[src/icache_params.svh]
`ifndef ICACHE_PARAMS_SVH
`define ICACHE_PARAMS_SVH

// Fetch address and data widths
`define ICACHE_ADDR_W  32
`define ICACHE_DATA_W  32
`define ICACHE_LINE_W  128

// Direct-mapped geometry, tag + index + word + byte = address width
`define ICACHE_SETS    64
`define ICACHE_INDEX_W 6
`define ICACHE_TAG_W   22
`define ICACHE_OFF_W   2
`define ICACHE_BYTE_W  2

// Backing memory, 4 KB
`define IMEM_LINES     256
`define IMEM_LINE_W    8
`define IMEM_LAT       3
`define IMEM_CNT_W     2

`endif

[src/icache_pkg.sv]
`include "icache_params.svh"

package icache_pkg;

  // One fetch address word, seen whole or split into cache fields
  typedef union packed {
    logic [`ICACHE_ADDR_W-1:0] raw;
    struct packed {
      logic [`ICACHE_TAG_W-1:0]   tag;
      logic [`ICACHE_INDEX_W-1:0] index;
      logic [`ICACHE_OFF_W-1:0]   word;      // Word within the line
      logic [`ICACHE_BYTE_W-1:0]  byte_off;  // Always zero for fetches
    } fields;
  } icache_addr_u;

endpackage

[src/imem_arbiter.sv]
`timescale 1ns/1ps
`include "icache_params.svh"

module imem_arbiter (
  input  logic                      clk_i,
  input  logic                      rst_ni,

  input  logic                      req0_i,
  input  icache_pkg::icache_addr_u  addr0_i,
  output logic                      gnt0_o,
  output logic                      rvalid0_o,

  input  logic                      req1_i,
  input  icache_pkg::icache_addr_u  addr1_i,
  output logic                      gnt1_o,
  output logic                      rvalid1_o,

  output logic [`ICACHE_LINE_W-1:0] line_o,

  output logic                      rd_en_o,
  output icache_pkg::icache_addr_u  rd_addr_o,
  input  logic [`ICACHE_LINE_W-1:0] rd_line_i,
  input  logic                      rd_valid_i
);

  logic busy_q;
  logic owner_q;   // Port of the read in flight
  logic last_q;    // Port served last
  logic pick1;
  logic start;

  assign pick1 = req1_i && (!req0_i || !last_q);
  assign start = !busy_q && (req0_i || req1_i);

  always_ff @(posedge clk_i) begin
    if (!rst_ni) begin
      busy_q  <= 1'b0;
      owner_q <= 1'b0;
      last_q  <= 1'b1;   // Port 0 wins the first tie
      gnt0_o  <= 1'b0;
      gnt1_o  <= 1'b0;
      rd_en_o <= 1'b0;
    end else begin
      gnt0_o  <= start && !pick1;
      gnt1_o  <= start && pick1;
      rd_en_o <= start;
      if (start) begin
        busy_q  <= 1'b1;
        owner_q <= pick1;
        last_q  <= pick1;
      end else if (rd_valid_i) begin
        busy_q <= 1'b0;
      end
    end
  end

  always_ff @(posedge clk_i) begin
    if (start) begin
      rd_addr_o.raw <= pick1 ? addr1_i.raw : addr0_i.raw;
    end
  end

  assign rvalid0_o = rd_valid_i && !owner_q;
  assign rvalid1_o = rd_valid_i && owner_q;
  assign line_o    = rd_line_i;   // Shared bus, rvalid tells the owner

  a_one_grant : assert property (
    @(posedge clk_i) disable iff (!rst_ni) !(gnt0_o && gnt1_o));

endmodule

[config.mk]
export PLATFORM = sky130hd
export DESIGN_NAME = imem_arbiter
export DESIGN_NICKNAME = d
export VERILOG_FILES = /design/src/icache_pkg.sv /design/src/imem_arbiter.sv
export VERILOG_INCLUDE_DIRS = /design/src
export SDC_FILE = /design/constraint.sdc
export NUM_CORES = 1
export LEC_CHECK = 0
export BUFFER_PORTS_ARGS = -buffer_cell sky130_fd_sc_hd__buf_2
export CORE_AREA = 2 2 139 141
export CTS_BUF_LIST = sky130_fd_sc_hd__clkbuf_2 sky130_fd_sc_hd__clkbuf_4 sky130_fd_sc_hd__clkbuf_8
export CTS_CLUSTER_SIZE = 10
export DETAILED_ROUTE_END_ITERATION = 16
export DIE_AREA = 0 0 141 143
export GPL_TIMING_DRIVEN = 0
export PLACE_DENSITY = 0.53
export SETUP_SLACK_MARGIN = 0.3
export SLEW_MARGIN = 15
export SYNTH_ARGS = -nofsm -noshare
export SYNTH_HDL_FRONTEND = slang
export SYNTH_SLANG_ARGS = --single-unit
export TNS_END_PERCENT = 10
[constraint.sdc]
create_clock -name clk_i -period 4.9 [get_ports clk_i]
set_clock_uncertainty 0.15 [all_clocks]
set_input_delay 1.47 -clock clk_i [delete_from_list [all_inputs] [get_ports clk_i]]
set_output_delay 1.47 -clock clk_i [all_outputs]
set_load 0.005 [all_outputs]
# Word-level counts from Yosys, hierarchy flattened
# Index checks and enable logic that the tools add are counted.
# word_totals
ff_bits,38
inputBits,197
out_inout_bits,165
word_cells,24
# classes
muxes,3
n_reduce_logical,14
# ops
op,n
$mux W32,1
$logic_and A1 B1 Y1,6
$logic_not A1 Y1,5
$logic_or A1 B1 Y1,2
$mux W1,2
$reduce_bool A2 Y1,1

# Logic depth before layout (Yosys ltp)
# Gate-level depths: netlist of run 1.
# depth
depth_word,5
depth_mapped,3
ltp_nobuf,2

# Worst setup path before layout of run 1
# OpenSTA, ideal clock, no wires.
# synth_timing
kind,input -> register
startpoint,input req1_i
endpoint,"register rd_addr_o[0] (netlist bit), enable pin"
setup_ps,422
t_arrival_ps,2877
required_time_ps,4328
slack_ps,1451
cell_stages,2
path_buffers,0
cell_sequence,nor2_1 nor2_1
# synth_via
elab_chain_cells,2
# synth_rtl
item,line_no,rtl
"start, declared",imem_arbiter.sv:13,"input logic req1_i,"
$logic_or A1 B1 Y1,imem_arbiter.sv:33,assign start = !busy_q && (req0_i || req1_i);
$logic_and A1 B1 Y1,imem_arbiter.sv:33,
named net start,imem_arbiter.sv:30,logic start;
"end, declared",imem_arbiter.sv:21,"output icache_pkg::icache_addr_u rd_addr_o,"
# The timed path passes the listed nets, and every way through them passes these cells.
# A chain may end at the register's enable or synchronous reset.

# Final worst setup path of run 1
# layout_timing
startpoint,input rd_valid_i
endpoint,output rvalid1_o
# layout_via
elab_chain_cells,1
# layout_rtl
item,line_no,rtl
"start, declared",imem_arbiter.sv:23,input logic rd_valid_i
$logic_and A1 B1 Y1,imem_arbiter.sv:64,assign rvalid1_o = rd_valid_i && owner_q;
"end, declared",imem_arbiter.sv:16,"output logic rvalid1_o,"
# Every way passes these cells.

==> results.md, run 1 <==
- The run finished with clean final reports.
- The initial antenna violation count is 0.
- Dividing total power by cell area gives a power density of 209.4 mW/mm^2.
- The average instance in the mapped netlist occupies 11.68 sq um.
- The fraction of layout cells with a size suffix above 1 is 0.8785.
- 0 antenna diodes ended up in the layout.
- Setup repair after global routing left no endpoint under its margin.
- For the pin with the worst max-slew slack, the measured transition is 0.3306 ns.
- At the end of the flow, the number of nets in the layout was 657.
- The final route contains 2261 vias.
- The wire length of the first global-routing pass is 12520 um.
- The setup-violating endpoint count in the final report is 0.
- The hold violation count in the final report is 0.
- The post-CTS clock slew at the launch and capture registers of the worst setup and hold paths is 0.07 ns.
- On the final layout, the worst hold slack is 0.3508 ns.
- Of the total power, registers draw 0.458.
- Of the total power, the share spent switching nets is 0.2400.
- The core footprint is 0.01858 sq mm.
- At the placement stage, the worst setup path has a slack of 1.444 ns.
- The number of top-level pins is 362.
- The clock period could shrink to 3.452 ns.
- The synthesized netlist contains 18 unique library cells.
- Leaving out fill and tap cells, the most frequent cells in the layout are 233 x buf_2, 128 x buf_4, 32 x edfxtp_1.
- At the worst endpoint, the arrival time is 1.83 ns.
- STA classifies the critical path endpoint as an output port.
- Once layout is complete, the utilization of the core stands at 0.2223.
- The clock tree from TritonCTS is yes.
- The wire length after detailed routing is 9699 um.
- The largest fanout on the critical path is 3.
- The number of I/O port buffers is 233.
- The final number of max-transition violations is 0.
- The kind of start point of the critical path is an input port.
- The buffer depth of the longest clock path is 2.
- The top achievable clock speed is 289.7 MHz.
- The required time reported for the critical path endpoint is 3.28 ns.
- By startpoint and endpoint, the worst setup path is classified as in -> out.
- The number of H-tree branching levels is 2.
- Hold repair after CTS inserted 0 buffers.
- Of the synthesized area, sequential elements account for 0.4225.
- The cell area after synthesis is 0.002559 sq mm.
- Once the clock tree was built, the resizer swapped 0 gates to a different size.
- Counting flops and latches in the post-synthesis netlist gives 38.
- The net switching component of the power is 0.0002076 W.
- For this design the static power due to leakage is 2.146 nW.
- Counting cells, the worst reg-to-reg path comes to 3.
- Once the clock tree was built, the setup fixing pass inserted 0 buffers.
- Routability-driven placement finished with a final weighted congestion of 0.7914.
- The worst register-to-register path begins at last_q.
- Across the VDD grid, the largest voltage drop is 77.23 uV.
- The share of total power dissipated in combinational logic is 0.299.
- The number of buffers created by CTS is 5.
- The Yosys step of the flow raised 0 warnings.
- For this run, the total global-route usage over all layers was measured as 0.08567.
- Tracing the worst setup path back leads to its startpoint at rd_valid_i.
- The final clock period utilization by the worst path is 0.7045.
- The min-delay analysis places its worst path in the category reg -> reg.
- The number of vias per cell after detailed routing is 3.253.
- After detailed routing, the average wire length per cell comes to 13.96 um.
- For this configuration, the core starts out at a cell density of 0.1377.
- The max-capacitance violation count is 0.
- The count of routing violations after the opening detailed-route iteration is 16.
- In this run the horizontal extent of the chip is 141 um.
- The sum of overflow across all layers after global routing is 0.
- In this run the critical register-to-register path is captured at rd_addr_o[24].
- Measured against its own limit, the worst slew margin works out to 0.7790.
- The worst setup slack after layout is 1.448 ns.
- The estimated wirelength of the detail-placed design is 8709 um.
- The number of rows in the core area is 50.
- The pin count of the biggest net entering global routing is 26.
- The share of total power in the clock network is 0.243.
- The count of mapped cells out of synthesis is 219.
- The buffer type at the clock tree root is clkbuf_8.
- The clock sink total is 38.
- From synthesis to final layout, the design area changed by 61.42%.
- The pre-antenna-repair detailed-routing pass consisted of 6 iterations.
- At the later pin of the worst-skew pair, clock insertion delay measures 0.29 ns.
- Cell internal power was estimated by the tool at 0.0006573 W.
- Once detail routing completed, the nets flagged for antenna violations numbered 0.
- The library cell used most frequently in the layout, excluding fill and tap cells, is buf_2.
- Following the worst setup path forward leads to its endpoint at rvalid1_o.
- For the final routed database, the setup TNS stands at 0 ns.
- The total power of the final layout is 0.0008649 W.
- The area of the die is 0.02016 sq mm.
- The floorplan step set the die height to 143 um.
- The worst reg-to-reg setup slack is 3.24 ns.
- The number of remaining DRC errors is 0.
- Synthesis produced a netlist with a net count of 416.
- The number of global-route vias before repair is 2116.
## logic make-up (layout without fill, tap and decap cells)
group	after synthesis	after routing	share of synthesized area
DFF	38	38	0.4225
and+or+nand+nor	12	12	0.02690
buffers and inverters	132	374	0.3902
muxes	32	32	0.1408
AOI/OAI and AO/OA	5	5	0.01956
## registers in the layout, indices dropped and copies added (netlist names)
signal and cells:
last_q 1, rd_en_o 1, gnt1_o 1, busy_q 1, rd_addr_o 32, owner_q 1, gnt0_o 1
## metrics by stage
step	instance area, sq um	cells
final	4130	695
after global routing	4130	695
after CTS	4130	695
after global placement	4018	686
after detailed placement	4045	687
after floorplan	2559	219
## final cells by class
type,instances,area [sq um]
multi-input combinational,49,486.7
clock buffer,6,76.32
buffer,131,994.7
fill,2066,14450
sequential,38,1081
tap,234,292.8
clock inverter,2,8.758
inverter,1,3.754
timing repair buffer,234,1186
## synthesized netlist by cell type (all sizes together)
library cell  count  area, sq um
buf             131        994.7
edfxtp           32        960.9
mux2             32        360.3
dfxtp             6        120.1
nor2b             4        25.02
and2              2        12.51
nand2             2        7.510
nor2              2        7.510
a21boi            1        18.77
a21oi             1        5.000
inv               1        3.750
nand3b            1        7.510
o211ai            1        7.510
o2bb2ai           1        8.760
o311a             1        10.01
or3b              1        8.760
## worst min-delay path by stage
stage / from / cells past startpoint / slack [ns] / end
6_report: owner_q / 2 / 0.35 / owner_q
5_1_grt: owner_q / 2 / 0.37 / owner_q
4_1_cts: owner_q / 2 / 0.35 / owner_q
3_5_place_dp: owner_q / 2 / 0.34 / owner_q
3_3_place_gp: owner_q / 2 / 0.34 / owner_q
2_1_floorplan: owner_q / 2 / 0.30 / owner_q
## worst max-delay path: stages
cell and delay, ns:
buf_2 0.10, and2_1 0.14, buf_2 0.12
## metal layers
| metal | GRT usage | vias up | share of wire |
|---|---|---|---|
| met4 | 0.02211 | 0 | 0.0095 |
| met5 | 0 | - | 0 |
| met2 | 0.1810 | 190 | 0.58 |
| met1 | 0.07155 | 982 | 0.29 |
| li1 | - | 1083 | - |
| met3 | 0.03622 | 6 | 0.12 |
## power groups by stage
stage | clock (W) | combinational, W | sequential [W]
after detailed placement | 0 | 0.000265 | 0.000404
final | 0.000211 | 0.000259 | 0.000396
after global routing | 0.000237 | 0.000285 | 0.000398
after floorplan | 0 | 0.000133 | 0.000407
after global placement | 0 | 0.000261 | 0.000404
after CTS | 0.000227 | 0.000266 | 0.000396
(Power assumes the default switching activity.)
==> run 2, diff against run 1 <==
--- a/config.mk
+++ b/config.mk
@@ -7,13 +7,13 @@
 export NUM_CORES = 1
 export LEC_CHECK = 0
 export BUFFER_PORTS_ARGS = -buffer_cell sky130_fd_sc_hd__buf_2
-export CORE_AREA = 2 2 139 141
+export CORE_AREA = 2 2 141 143
 export CTS_BUF_LIST = sky130_fd_sc_hd__clkbuf_2 sky130_fd_sc_hd__clkbuf_4 sky130_fd_sc_hd__clkbuf_8
 export CTS_CLUSTER_SIZE = 10
 export DETAILED_ROUTE_END_ITERATION = 16
-export DIE_AREA = 0 0 141 143
+export DIE_AREA = 0 0 143 145
 export GPL_TIMING_DRIVEN = 0
-export PLACE_DENSITY = 0.53
+export PLACE_DENSITY = 0.52
 export SETUP_SLACK_MARGIN = 0.3
 export SLEW_MARGIN = 15
 export SYNTH_ARGS = -nofsm -noshare
==> constraint.sdc (replaced) <==
create_clock -name clk_i -period 3.35 [get_ports clk_i]
set_clock_uncertainty 0.15 [all_clocks]
set_input_delay 1.005 -clock clk_i [delete_from_list [all_inputs] [get_ports clk_i]]
set_output_delay 1.005 -clock clk_i [all_outputs]
set_load 0.005 [all_outputs]
==> results.md, run 2 (synthesis gave the netlist of run 1 again) <==
- The routed design could run at a clock period as short as 2.535 ns.
- The internal power contribution was 0.001051 W (was 0.0006573 W).
- The wire length of the first global-routing pass came to 14740 um (was 12520 um).
- The area of all placed cells without fillers was 0.004205 sq mm (was 0.004130 sq mm).
- The clock tree from TritonCTS is yes (unchanged).
- The required time reported for the critical path endpoint was 2.19 ns (was 3.28 ns).
- The die span in x came to 143 um (was 141 um).
- The most common cell after layout, fill and taps aside is buf_2 (unchanged).
- The net switching component of the power came to 0.0003100 W (was 0.0002076 W).
- The headroom to the max-slew limit came to 0.7403 (was 0.7790).
- The sum of overflow across all layers after global routing is 0 (unchanged).
- The fraction of layout cells with a size suffix above 1 came to 0.8807 (was 0.8785).
- The flip-flop count of the largest register, all copies and words added is 32 (unchanged).
- The vertical die dimension is 145 um (was 143 um).
- The type of the worst min-delay path is reg -> reg (unchanged).
- The overall fraction of global-route tracks in use was 0.1024 (was 0.08567).
- The tightest hold margin is 0.3333 ns (was 0.3508 ns).
- The post-CTS clock slew at the launch and capture registers of the worst setup and hold paths is 0.07 ns (about the same).
- The final number of max-transition violations was 0 (unchanged).
- The post-CTS repair timing setup buffer count is 0 (unchanged).
- The setup-violating endpoint count in the final report was 0 (unchanged).
- The hold violation count in the final report came to 0 (unchanged).
- The launching instance or port of the critical path was rd_valid_i (unchanged).
- Status: finished, final reports clean (unchanged).
- The area growth from synthesis to layout is 64.35% (was 61.42%).
- The number of H-tree branching levels is 2 (unchanged).
- Commonest non-fill, non-tap cells in the layout: 233 x buf_2, 128 x buf_4, 32 x edfxtp_1 (unchanged).
- The estimated wirelength of the detail-placed design was 10530 um (was 8709 um).
- The initial antenna violation count came to 1 (was 0).
- The last element of the critical path is rvalid1_o (unchanged).
- The buffer depth of the longest clock path is 2 (unchanged).
- The count of routing violations after the opening detailed-route iteration came to 40 (was 16).
- The origin of the critical flop-to-flop path is last_q (unchanged).
- The worst reg2reg path depth is 3 (unchanged).
- The buffer type at the clock tree root is clkbuf_8 (unchanged).
- The number of vias in the routed layout is 2256 (was 2261).
- The number of vias per cell after detailed routing was 3.107 (was 3.253).
- The worst-case vdd ir drop was 118.8 uV (was 77.23 uV).
- The pin count of the biggest net entering global routing is 25 (was 26).
- The kind of start point of the critical path is an input port (unchanged).
- The clock sink total is 38 (unchanged).
- The nature of the critical path endpoint is an output port (unchanged).
- Of the available clock period, the critical path in the final layout requires 0.7567.
- The number of global-route vias before repair is 2217 (was 2116).
- The number of buffers inserted by hold repair at cts was 0 (unchanged).
- The max-capacitance violation count is 0 (unchanged).
- The share of total power in the clock network is 0.289 (was 0.243).
- The part of the power in combinational logic is 0.286 (was 0.299).
- The number of top-level pins was 362 (unchanged).
- The endpoint of the worst-slack reg-to-reg timing path is rd_addr_o[29] (was rd_addr_o[24]).
- The largest register by flop count is rd_addr_o (unchanged).
- The setup slack at placement is 0.7450 ns (was 1.444 ns).
- RSZ-0062 raised after global routing: false (unchanged).
- The area of the die is 0.02074 sq mm (was 0.02016 sq mm).
- The largest fanout on the critical path came to 3 (unchanged).
- The post-route setup TNS was 0 ns (unchanged).
- The residual antenna-violating net count after detailed routing is 0 (unchanged).
- The net count of the finished layout is 657 (unchanged).
- The wire length per cell is 15.83 um (was 13.96 um).
- The critical path class is in -> out (unchanged).
- The core footprint is 0.01921 sq mm (was 0.01858 sq mm).
- The post-detailed-placement cell area is 0.004091 sq mm (was 0.004045 sq mm).
- The wire length after detailed routing is 11500 um (was 9699 um).
- The count of instances resized after the clock tree is built is 0 (unchanged).
- The share of power burned in registers is 0.425 (was 0.458).
- The number of rows in the core area is 51 (was 50).
- The initial core utilization is 0.1332 (was 0.1377).
- The leakage component of the power came to 2.163 nW (was 2.146 nW).
- The share of total power consumed by net switching came to 0.2277 (was 0.2400).
- The data arrival time of the critical path is 1.38 ns (was 1.83 ns).
- Based on the critical path, the design can be clocked at up to 394.5 MHz.
- The number of I/O port buffers is 233 (unchanged).
- The power density over cell area is 323.7 mW/mm^2 (was 209.4 mW/mm^2).
- The slew of the pin with the lowest slew margin was 0.3887 ns (was 0.3306 ns).
- The number of remaining DRC errors was 0 (unchanged).
- The worst setup slack after layout is 0.8151 ns (was 1.448 ns).
- The number of buffers created by CTS is 5 (unchanged).
- The worst reg-to-reg setup slack is 1.66 ns (was 3.24 ns).
- The final weighted congestion in routability-driven placement came to 0.8285 (was 0.7914).
- The worst-skew pair later-pin latency is 0.29 ns (about the same).
- The count of TritonRoute iterations in the first routing pass was 4 (was 6).
- The antenna diode instance count is 0 (unchanged).
run 2: cell count changes in the layout (fill, tap and decap cells not counted):
cell | previous run | this run
buf_16 | 0 | 1
buf_12 | 1 | 0
bufinv_16 | 0 | 1
clkbuf_4 | 1 | 2
clkinv_1 | 1 | 0
clkinv_2 | 1 | 0
run 2: metrics by stage:
step / total power [W] / utilization / instances
finish: 0.001361 / 0.2189 / 726
global route: 0.001447 / 0.2189 / 726
CTS: 0.001394 / 0.2189 / 726
detailed placement: 0.0009882 / 0.2130 / 718
global placement: 0.0009814 / 0.2112 / 717
floorplan: 0.0007899 / - / 219
run 2: layout make-up:
class,count,area (sq um)
flip-flops and latches,38,1081
fillers,2099,15000
repair buffers,234,1194
well taps,265,331.6
clock buffers,7,83.83
multi-input cells,49,486.7
inverters,1,3.754
plain buffers,131,994.7
clock inverters,1,30.03
run 2: how the worst min path moves through the flow:
stage | startpoint | to | slack (ns) | depth (start not counted)
floorplan | owner_q | owner_q | 0.30 | 2
global placement | owner_q | owner_q | 0.32 | 2
detailed placement | owner_q | owner_q | 0.33 | 2
CTS | owner_q | owner_q | 0.34 | 2
global route | owner_q | owner_q | 0.39 | 2
finish | owner_q | owner_q | 0.33 | 2
run 2: power by group through the flow:
stage / combinational, W / clock, W / sequential [W]
2_1_floorplan: 0.000194 / 0 / 0.000596
3_3_place_gp: 0.000391 / 0 / 0.000590
3_5_place_dp: 0.000398 / 0 / 0.000590
4_1_cts: 0.000400 / 0.000415 / 0.000579
5_1_grt: 0.000426 / 0.000439 / 0.000583
6_report: 0.000389 / 0.000394 / 0.000579
run 2: critical path: stages:
cell    delay [ns]
buf_2         0.11
and2_1        0.14
buf_2         0.12
run 2: routing by layer:
metal | share of wire | wire length (um) | global-route usage | vias up
met1 | 0.28 | 3268 | 0.08196 | 976
met4 | 0.0074 | 85 | 0.01782 | 2
met2 | 0.56 | 6493 | 0.2120 | 187
li1 | - | - | - | 1084
met5 | 0.0011 | 13 | 0 | -
met3 | 0.14 | 1636 | 0.05413 | 7
